$ cat config.mk
export PLATFORM = sky130hd
export DESIGN_NAME = operand_fetch_top
export DESIGN_NICKNAME = d
export VERILOG_FILES = /design/src/common/isa_pkg.sv /design/src/common/of_pkg.sv /design/src/rtl/dpram_sclk.sv /design/src/regfile/regfile_2r1w.sv /design/src/rtl/insn_decode.sv /design/src/rtl/of_ctrl.sv /design/src/rtl/operand_select.sv /design/src/rtl/operand_fetch_top.sv
export VERILOG_INCLUDE_DIRS = /design/src /design/src/common
export SDC_FILE = /design/constraint.sdc
export NUM_CORES = 1
export LEC_CHECK = 0
export BUFFER_PORTS_ARGS = -buffer_cell sky130_fd_sc_hd__buf_4
export CAP_MARGIN = 30
export CORE_ASPECT_RATIO = 1.1
export CORE_MARGIN = 2
export CORE_UTILIZATION = 57
export CTS_CLUSTER_DIAMETER = 150
export DETAILED_ROUTE_END_ITERATION = 7
export PLACE_DENSITY_LB_ADDON = 0.25
export SYNTH_ARGS = -nofsm -noshare
export SYNTH_HDL_FRONTEND = slang
export SYNTH_SLANG_ARGS = --single-unit
export TNS_END_PERCENT = 20
$ cat constraint.sdc
create_clock -name clk_i -period 1.2 [get_ports clk_i]
set_input_delay 0 -clock clk_i [delete_from_list [all_inputs] [get_ports clk_i]]
set_output_delay 0 -clock clk_i [all_outputs]
set_load 0.005 [all_outputs]
$ cat src/common/of_macros.svh
`ifndef OF_MACROS_SVH
`define OF_MACROS_SVH

// Datapath width of the core
`define OF_XLEN 32

// Register index width, matches the rd/rs fields of the encoding
`define OF_REG_AW 5

// Architectural register count
`define OF_NREGS 32

`endif

$ cat src/common/isa_pkg.sv
`include "of_macros.svh"

package isa_pkg;

   // Opcode class bits
   localparam int unsigned OPC_IMM_BIT  = 5; // Set for immediate form
   localparam int unsigned OPC_SEXT_BIT = 4; // Immediate form only, set for sign extension

   localparam int unsigned IMM_W   = 16;
   localparam int unsigned FUNCT_W = 11;

   typedef logic [5:0]             opcode_t;
   typedef logic [`OF_REG_AW-1:0]  reg_idx_t;
   typedef logic [FUNCT_W-1:0]     funct_t;
   typedef logic [IMM_W-1:0]       imm_t;

   // Register form, two sources
   typedef struct packed {
      opcode_t  opcode; // [31:26]
      reg_idx_t rd;     // [25:21]
      reg_idx_t rs1;    // [20:16]
      reg_idx_t rs2;    // [15:11]
      funct_t   funct;  // [10:0]
   } insn_r_t;

   // Immediate form, one source plus 16-bit constant
   typedef struct packed {
      opcode_t  opcode; // [31:26]
      reg_idx_t rd;     // [25:21]
      reg_idx_t rs1;    // [20:16]
      imm_t     imm;    // [15:0]
   } insn_i_t;

   // Same 32-bit word seen through either format
   typedef union packed {
      insn_r_t r;
      insn_i_t i;
   } insn_u;

endpackage

$ cat src/common/of_pkg.sv
`include "of_macros.svh"

package of_pkg;

   typedef logic [`OF_XLEN-1:0] data_t;

   // Writeback from a later stage
   typedef struct packed {
      logic             we;   // Write strobe
      isa_pkg::reg_idx_t addr;
      data_t            data;
   } wb_req_t;

   // Decoded instruction, both formats flattened
   typedef struct packed {
      logic              is_imm;     // Immediate form
      logic              imm_signed; // Sign-extend imm
      isa_pkg::opcode_t  opcode;
      isa_pkg::reg_idx_t rd;
      isa_pkg::reg_idx_t rs1;
      isa_pkg::reg_idx_t rs2;        // Don't care in immediate form
      isa_pkg::funct_t   funct;      // Don't care in immediate form
      isa_pkg::imm_t     imm;        // Don't care in register form
   } dec_fields_t;

   // Stage output towards execute
   typedef struct packed {
      logic              valid;
      isa_pkg::opcode_t  opcode;
      isa_pkg::reg_idx_t rd;
      isa_pkg::funct_t   funct;
      data_t             opa;
      data_t             opb;
   } of_result_t;

endpackage

$ cat src/rtl/dpram_sclk.sv
`timescale 1ns/1ps

module dpram_sclk #(
   parameter int unsigned ADDR_WIDTH    = 5,
   parameter int unsigned DATA_WIDTH    = 32,
   parameter bit          ENABLE_BYPASS = 1'b1
) (
   input  logic                  clk_i,
   input  logic                  rst_n_i,
   input  logic [ADDR_WIDTH-1:0] raddr_i,
   input  logic                  re_i,
   input  logic [ADDR_WIDTH-1:0] waddr_i,
   input  logic                  we_i,
   input  logic [DATA_WIDTH-1:0] din_i,
   output logic [DATA_WIDTH-1:0] dout_o,
   output logic                  dout_valid_o
);

   logic [DATA_WIDTH-1:0] mem_q [(1<<ADDR_WIDTH)]; // Storage array
   logic [DATA_WIDTH-1:0] rdata_q;                 // Registered array word
   logic                  re_q;                    // Read issued last cycle

   // Array write and synchronous read, old data on collision
   always_ff @(posedge clk_i) begin
      if (we_i) begin
         mem_q[waddr_i] <= din_i;
      end
      if (re_i) begin
         rdata_q <= mem_q[raddr_i];
      end
   end

   always_ff @(posedge clk_i or negedge rst_n_i) begin
      if (!rst_n_i) begin
         re_q <= 1'b0;
      end else begin
         re_q <= re_i; // Valid trails enable by one cycle
      end
   end

   assign dout_valid_o = re_q;

   generate
      if (ENABLE_BYPASS) begin : g_bypass
         logic                  hit_w;    // Same-address write and read
         logic                  bypass_q; // Last read collided with a write
         logic [DATA_WIDTH-1:0] wdata_q;  // Write data of that collision

         assign hit_w = re_i && we_i && (waddr_i == raddr_i);

         always_ff @(posedge clk_i or negedge rst_n_i) begin
            if (!rst_n_i) begin
               bypass_q <= 1'b0;
            end else if (re_i) begin
               bypass_q <= hit_w; // Only a new read changes the source
            end
         end

         always_ff @(posedge clk_i) begin
            if (hit_w) begin
               wdata_q <= din_i; // Captured only on a collision
            end
         end

         assign dout_o = bypass_q ? wdata_q : rdata_q; // New data wins
      end else begin : g_no_bypass
         assign dout_o = rdata_q; // Collision returns old word
      end
   endgenerate

   // No read issued means no valid data the next cycle
   a_no_spurious_valid : assert property (
      @(posedge clk_i) disable iff (!rst_n_i)
      !re_i |=> !dout_valid_o
   ) else $error("dpram_sclk: dout_valid_o without a preceding read");

endmodule

$ cat src/regfile/regfile_2r1w.sv
`timescale 1ns/1ps
`include "of_macros.svh"

module regfile_2r1w (
   input  logic              clk_i,
   input  logic              rst_n_i,
   input  isa_pkg::reg_idx_t raddr_a_i,
   input  isa_pkg::reg_idx_t raddr_b_i,
   input  logic              re_a_i,
   input  logic              re_b_i,
   input  of_pkg::wb_req_t   wb_i,
   output of_pkg::data_t     rdata_a_o,
   output of_pkg::data_t     rdata_b_o
);

   localparam int unsigned AW = $clog2(`OF_NREGS); // One word per register

   logic valid_a_w; // Bank A read data valid
   logic valid_b_w; // Bank B read data valid

   // Bank A serves read port A, gets every write
   dpram_sclk #(
      .ADDR_WIDTH    (AW),
      .DATA_WIDTH    (`OF_XLEN),
      .ENABLE_BYPASS (1'b1)
   ) u_bank_a (
      .clk_i        (clk_i),
      .rst_n_i      (rst_n_i),
      .raddr_i      (raddr_a_i),
      .re_i         (re_a_i),
      .waddr_i      (wb_i.addr),
      .we_i         (wb_i.we),
      .din_i        (wb_i.data),
      .dout_o       (rdata_a_o),
      .dout_valid_o (valid_a_w)
   );

   // Bank B mirrors A, serves read port B
   dpram_sclk #(
      .ADDR_WIDTH    (AW),
      .DATA_WIDTH    (`OF_XLEN),
      .ENABLE_BYPASS (1'b1)
   ) u_bank_b (
      .clk_i        (clk_i),
      .rst_n_i      (rst_n_i),
      .raddr_i      (raddr_b_i),
      .re_i         (re_b_i),
      .waddr_i      (wb_i.addr),
      .we_i         (wb_i.we),
      .din_i        (wb_i.data),
      .dout_o       (rdata_b_o),
      .dout_valid_o (valid_b_w)
   );

   // Both banks answer exactly the reads issued a cycle earlier
   a_bank_valid_match : assert property (
      @(posedge clk_i) disable iff (!rst_n_i)
      $past(rst_n_i) |-> ({valid_a_w, valid_b_w} == $past({re_a_i, re_b_i}))
   ) else $error("regfile_2r1w: bank valid does not follow read enables");

endmodule

$ cat src/rtl/insn_decode.sv
`timescale 1ns/1ps

module insn_decode (
   input  isa_pkg::insn_u      insn_i,
   output of_pkg::dec_fields_t fields_o
);

   import isa_pkg::*;

   opcode_t opc_w; // Opcode sits at the same place in both views
   logic    imm_form_w;

   assign opc_w      = insn_i.i.opcode;
   assign imm_form_w = opc_w[OPC_IMM_BIT];

   always_comb begin
      // Class bits
      fields_o.is_imm     = imm_form_w;
      fields_o.imm_signed = imm_form_w & opc_w[OPC_SEXT_BIT]; // Bit 4 meaningless in R form

      // Common fields
      fields_o.opcode = opc_w;
      fields_o.rd     = insn_i.i.rd;
      fields_o.rs1    = insn_i.i.rs1;

      // Register view
      fields_o.rs2   = insn_i.r.rs2;
      fields_o.funct = insn_i.r.funct;

      // Immediate view, same low bits as rs2/funct
      fields_o.imm = insn_i.i.imm;
   end

endmodule

$ cat src/rtl/of_ctrl.sv
`timescale 1ns/1ps

module of_ctrl (
   input  logic                clk_i,
   input  logic                rst_n_i,
   input  logic                insn_valid_i,
   input  of_pkg::dec_fields_t fields_i,
   output logic                re_a_o,
   output logic                re_b_o,
   output of_pkg::dec_fields_t held_o,
   output logic                valid_o
);

   import isa_pkg::*;
   import of_pkg::*;

   dec_fields_t held_q;  // Fields of the instruction in flight
   logic        valid_q; // Operands due this cycle

   // Port A read on every instruction
   assign re_a_o = insn_valid_i;
   // Port B idle for immediate form, saves a RAM access
   assign re_b_o = insn_valid_i & ~fields_i.is_imm;

   always_ff @(posedge clk_i or negedge rst_n_i) begin
      if (!rst_n_i) begin
         valid_q <= 1'b0;
      end else begin
         valid_q <= insn_valid_i; // One cycle, no stall
      end
   end

   always_ff @(posedge clk_i) begin
      if (insn_valid_i) begin
         held_q <= fields_i; // Hold on idle cycles
      end
   end

   assign held_o  = held_q;
   assign valid_o = valid_q;

   // Raw opcode class must never open port B
   a_no_port_b_on_imm : assert property (
      @(posedge clk_i) disable iff (!rst_n_i)
      fields_i.opcode[OPC_IMM_BIT] |-> !re_b_o
   ) else $error("of_ctrl: port B read issued for immediate form");

endmodule

$ cat src/rtl/operand_select.sv
`timescale 1ns/1ps
`include "of_macros.svh"

module operand_select (
   input  of_pkg::dec_fields_t held_i,
   input  logic                valid_i,
   input  of_pkg::data_t       rdata_a_i,
   input  of_pkg::data_t       rdata_b_i,
   output of_pkg::of_result_t  result_o
);

   import isa_pkg::*;
   import of_pkg::*;

   data_t imm_ext_w; // Immediate widened to XLEN
   data_t opa_w;
   data_t opb_w;
   logic  ext_bit_w; // Fill bit for the upper half

   assign ext_bit_w = held_i.imm_signed & held_i.imm[IMM_W-1];
   assign imm_ext_w = {{(`OF_XLEN-IMM_W){ext_bit_w}}, held_i.imm};

   // r0 hardwired to zero, RAM content ignored
   assign opa_w = (held_i.rs1 == '0) ? '0 : rdata_a_i;

   always_comb begin
      if (held_i.is_imm) begin
         opb_w = imm_ext_w; // Port B not read
      end else if (held_i.rs2 == '0) begin
         opb_w = '0;
      end else begin
         opb_w = rdata_b_i;
      end
   end

   always_comb begin
      result_o.valid  = valid_i;
      result_o.opcode = held_i.opcode;
      result_o.rd     = held_i.rd;
      result_o.funct  = held_i.funct;
      result_o.opa    = opa_w;
      result_o.opb    = opb_w;
   end

endmodule

$ cat src/rtl/operand_fetch_top.sv
`timescale 1ns/1ps

module operand_fetch_top (
   input  logic               clk_i,
   input  logic               rst_n_i,
   input  isa_pkg::insn_u     insn_i,
   input  logic               insn_valid_i,
   input  of_pkg::wb_req_t    wb_i,
   output of_pkg::of_result_t result_o
);

   import of_pkg::*;

   dec_fields_t fields_w;  // Decode output, this cycle
   dec_fields_t held_w;    // Registered fields, next cycle
   logic        re_a_w;
   logic        re_b_w;
   logic        valid_w;
   data_t       rdata_a_w;
   data_t       rdata_b_w;

   insn_decode u_decode (
      .insn_i   (insn_i),
      .fields_o (fields_w)
   );

   of_ctrl u_ctrl (
      .clk_i        (clk_i),
      .rst_n_i      (rst_n_i),
      .insn_valid_i (insn_valid_i),
      .fields_i     (fields_w),
      .re_a_o       (re_a_w),
      .re_b_o       (re_b_w),
      .held_o       (held_w),
      .valid_o      (valid_w)
   );

   regfile_2r1w u_regfile (
      .clk_i     (clk_i),
      .rst_n_i   (rst_n_i),
      .raddr_a_i (fields_w.rs1),
      .raddr_b_i (fields_w.rs2),
      .re_a_i    (re_a_w),
      .re_b_i    (re_b_w),
      .wb_i      (wb_i),
      .rdata_a_o (rdata_a_w),
      .rdata_b_o (rdata_b_w)
   );

   operand_select u_select (
      .held_i    (held_w),
      .valid_i   (valid_w),
      .rdata_a_i (rdata_a_w),
      .rdata_b_i (rdata_b_w),
      .result_o  (result_o)
   );

endmodule

==> flow_summary.toml <==
[grt]
grt_pass1_wl_um = 250900
overflow = 0
antenna_found_initial = 9
first_global_vias = 37610
grtUsageTotal_pct = 35.03
grt_max_degree = 40

[place]
dp_hpwl_um = 113400
gp_congestion = 0.9233
io_buffers = 159

[sta]
layout_setup_ws_ns = -1.130
setup_violations = 145
drv_slew = 0
hold_violations = 0
tightest_slew_ns = 0.5393
fin_skew_ns = 0.02202
rsz0062_at_grt = "true"
fin_tns_setup_ns = -82.03
slew_headroom_pct = 63.02
clock.fmax_ghz = 0.4292
period_minus_slack_ns = 2.330
fin_crit_sh_pct = 194.1

[clocking]
cts_made_buffers = 116
tritoncts = "done"
ctsRootBufferMaster = "clkbuf_16"
htree_levels = 3
clkSinkCount = 1188
clock_latency_ns = 0.71
clock_path_buffers = 3
clkTransAtPathRegs_ns = 0.06

[detailed_routing]
drc_errors = 0
routed_wl_um = 177100
drtIter0Drc = 5215
via_count = 38320
viasPerCell = 6.694
ant_nets = 0
post_drt_wl_per_cell_um = 30.94
firstDrtPassIters = 6

[floorplanning]
dieWidth_um = 300.5
rows = 119
ios = 160
die_h_um = 330.1
core-area_um2 = 95740
initial_core_util_pct = 57.57
die_area_um2 = 99200

[synthesis]
synthTopCellsByArea = "edfxtp_1 65%, mux2i_1 20%, a22oi_1 2.6%"
synth_compound_area_share_pct = 7.449
syn_area_um2 = 55110
syn-num-nets = 3839
yosys.area_share.simple_pct = 4.615
synth_cell_types = 33
synth_fa_ha_area_share_pct = 0
yosysTopAreaCell = "edfxtp_1"
yosys.area_share.xor_xnor_pct = 0.1589
synth_top_area_share_pct = 64.56
synthMuxAreaShare_pct = 19.76
ys_seq_elements = 1188
syn-instance-count = 3766
ys_warn_count = 0
synth.avg_cell_area_um2 = 14.63
synth_top_family_by_area = "multiplexers"
seq_area_frac_synth_pct = 64.70

[final_layout]
area_growth_pct = 23.75
finish.utilization_pct = 71.24
fin_nets = 4423
drive_above_1_share_pct = 21.79

[min_path]
min_from = "wb_i[32]"
hp-class = "in -> reg"
holdPathStages = 6
hold_end = "u_regfile.u_bank_b.g_bypass.bypass_q$_DFFE_PN0P_"

[critical_path]
start_kind = "flip-flop"
slowest_delay_ns = 0.57
crit_chain = "or4_4 > nor2_4 > buf_12 > buf_16 > nor2_4 > buf_6"
cp_max_fo = 5
critical_path_buf_inv_count = 3
cpMostUsedCell = "nor2_4"
critPathSlowestCell = "or4_4"
cp-end-kind = "primary output"
reg2reg_depth = 7
required_ns = 1.20
worst-path-stages = 6
r2r_slack_ns = -0.35
r2r-start = "u_regfile.u_bank_b.mem_q[5][24]$_DFFE_PP_"
r2r_end = "u_regfile.u_bank_b.rdata_q[24]$_DFFE_PP_"
cp_top_family = "simple AND/OR/NAND/NOR gates"
path_class = "reg -> out"
crit_arrival_ns = 2.33

[power]
power_mw = 95.12
p_per_area_nw_per_um2 = 1395
vdd_drop_max_mv = 1.270
p_leak_nw = 25.84

[run_status]
outcome = "complete, but fails checks"
violations = "setup timing"

[job]
cap_violations = 0
[placed cells by master, fill, tap and decap left out, types with 24 or more instances in the layout]
cell           count
buf_12           203
clkinv_1          24
nor3_1            59
a31oi_1           59
edfxtp_1        1185
nor2_4            54
o21ai_1           32
a21oi_1          192
a22oi_1          192
clkinv_2          25
clkbuf_16        120
dlygate4sd3_1     69
buf_4            450
nand3_1          187
nand2_1          209
a22o_1           128
buf_6             31
mux2i_1         1087
[worst reg2reg max path, cell delays in order, from the launching register on]
cell	delay, ns
edfxtp_1	0.42
mux2i_1	0.16
a22o_1	0.15
nor3_1	0.06
buf_4	0.14
a31oi_4	0.18
buf_6	0.12
nand3_1	0.07
[worst max path at each step]
stage	from	to	slack, ns
after floorplan	wb_i[32]	u_regfile.u_bank_a.mem_q[26][0]$_DFFE_PP_	-0.63
after global placement	insn_i[12]	u_regfile.u_bank_b.rdata_q[24]$_DFFE_PP_	-0.53
after detailed placement	insn_i[12]	u_regfile.u_bank_b.rdata_q[24]$_DFFE_PP_	-0.56
after CTS	u_ctrl.held_o[32]$_DFFE_PP_	result_o[53]	-1.16
after global routing	u_ctrl.held_o[27]$_DFFE_PP_	result_o[9]	-1.18
final	u_ctrl.held_o[36]$_DFFE_PP_	result_o[53]	-1.13
[layout make-up]
cell class	instances	area (µm²)
antenna	2	5.005
clock buffer	135	3057
clock inverter	85	953.4
fill	6007	27540
inverter	2	7.507
multi-input combinational	2278	18250
sequential	1188	35660
tap	1270	1589
timing repair buffer	764	8680
[state kept, by name, indices dropped and copies added (netlist names)]
| register | flops |
|---|---|
| u_regfile.u_bank_a.rdata_q | 32 |
| u_regfile.u_bank_a.g_bypass.wdata_q | 32 |
| u_regfile.u_bank_b.mem_q | 992 |
| u_ctrl.held_o | 33 |
| u_regfile.u_bank_b.rdata_q | 32 |
| u_regfile.u_bank_b.g_bypass.bypass_q | 1 |
| u_regfile.u_bank_a.mem_q | 32 |
| u_ctrl.valid_o | 1 |
| u_regfile.u_bank_b.g_bypass.wdata_q | 32 |
| u_regfile.u_bank_a.g_bypass.bypass_q | 1 |
[per-layer routing]
layer  vias to the layer above  routed length (µm)  track usage, %
li1                      16000                   -               -
met1                     19210               65900           46.56
met2                      2579               83050           56.21
met3                       510               20570           8.123
met4                        12                7473           13.80
met5                         -                  95               0
[cells in the mapped netlist, drive strengths merged]
library cell  count
nand2           211
nor2b             4
edfxtp         1185
nor3             64
or3               1
o21bai            1
clkbuf           74
a21o              1
a22o            128
a22oi           192
xnor2            10
dfrtp             3
and2              3
or4               2
nand3           197
o21ai            32
or2               2
inv               2
or3b              3
nand3b            5
nor2             71
a31oi            64
a21oi           192
buf             224
mux2i          1088
o22ai             1
nand4             2
nand2b            4
[report_power, final]
group | internal (mW) | switching (mW)
registers | 46.5 | 0.359
clock network | 22.5 | 15.8
logic | 4.47 | 5.57
total | 73.4 | 21.7
[kinds of logic (layout without fill, tap and decap cells)]
| family | count (synthesis) | after routing |
|---|---|---|
| other cells | 0 | 2 |
| mux | 1088 | 1088 |
| buf+inv | 300 | 986 |
| simple gates | 569 | 569 |
| flops | 1188 | 1188 |
| compound gates | 611 | 611 |
| xor+xnor | 10 | 10 |
[through the flow]
stage / std cells / hold slack (ns) / area, µm² / setup WS, ns
floorplan: 3766 / -0.2956 / 55440 / -0.6266
global placement: 5424 / -0.2010 / 62940 / -0.5287
detailed placement: 5424 / -0.2011 / 62940 / -0.5596
CTS: 5720 / -0.03843 / 67880 / -1.162
global route: 5722 / 0.01487 / 68200 / -1.183
finish: 5724 / 0.007914 / 68200 / -1.130
[what timing repair did]
action                                 4_1_cts  5_1_grt
resized for setup                           30       70
buffers inserted                             1        0
endpoints found under the hold margin     1223        0
pin swaps                                   48       66
hold buffers                                74        0
cloned                                       1        2
setup endpoints to repair                  151      183
(Power assumes the default switching activity.)
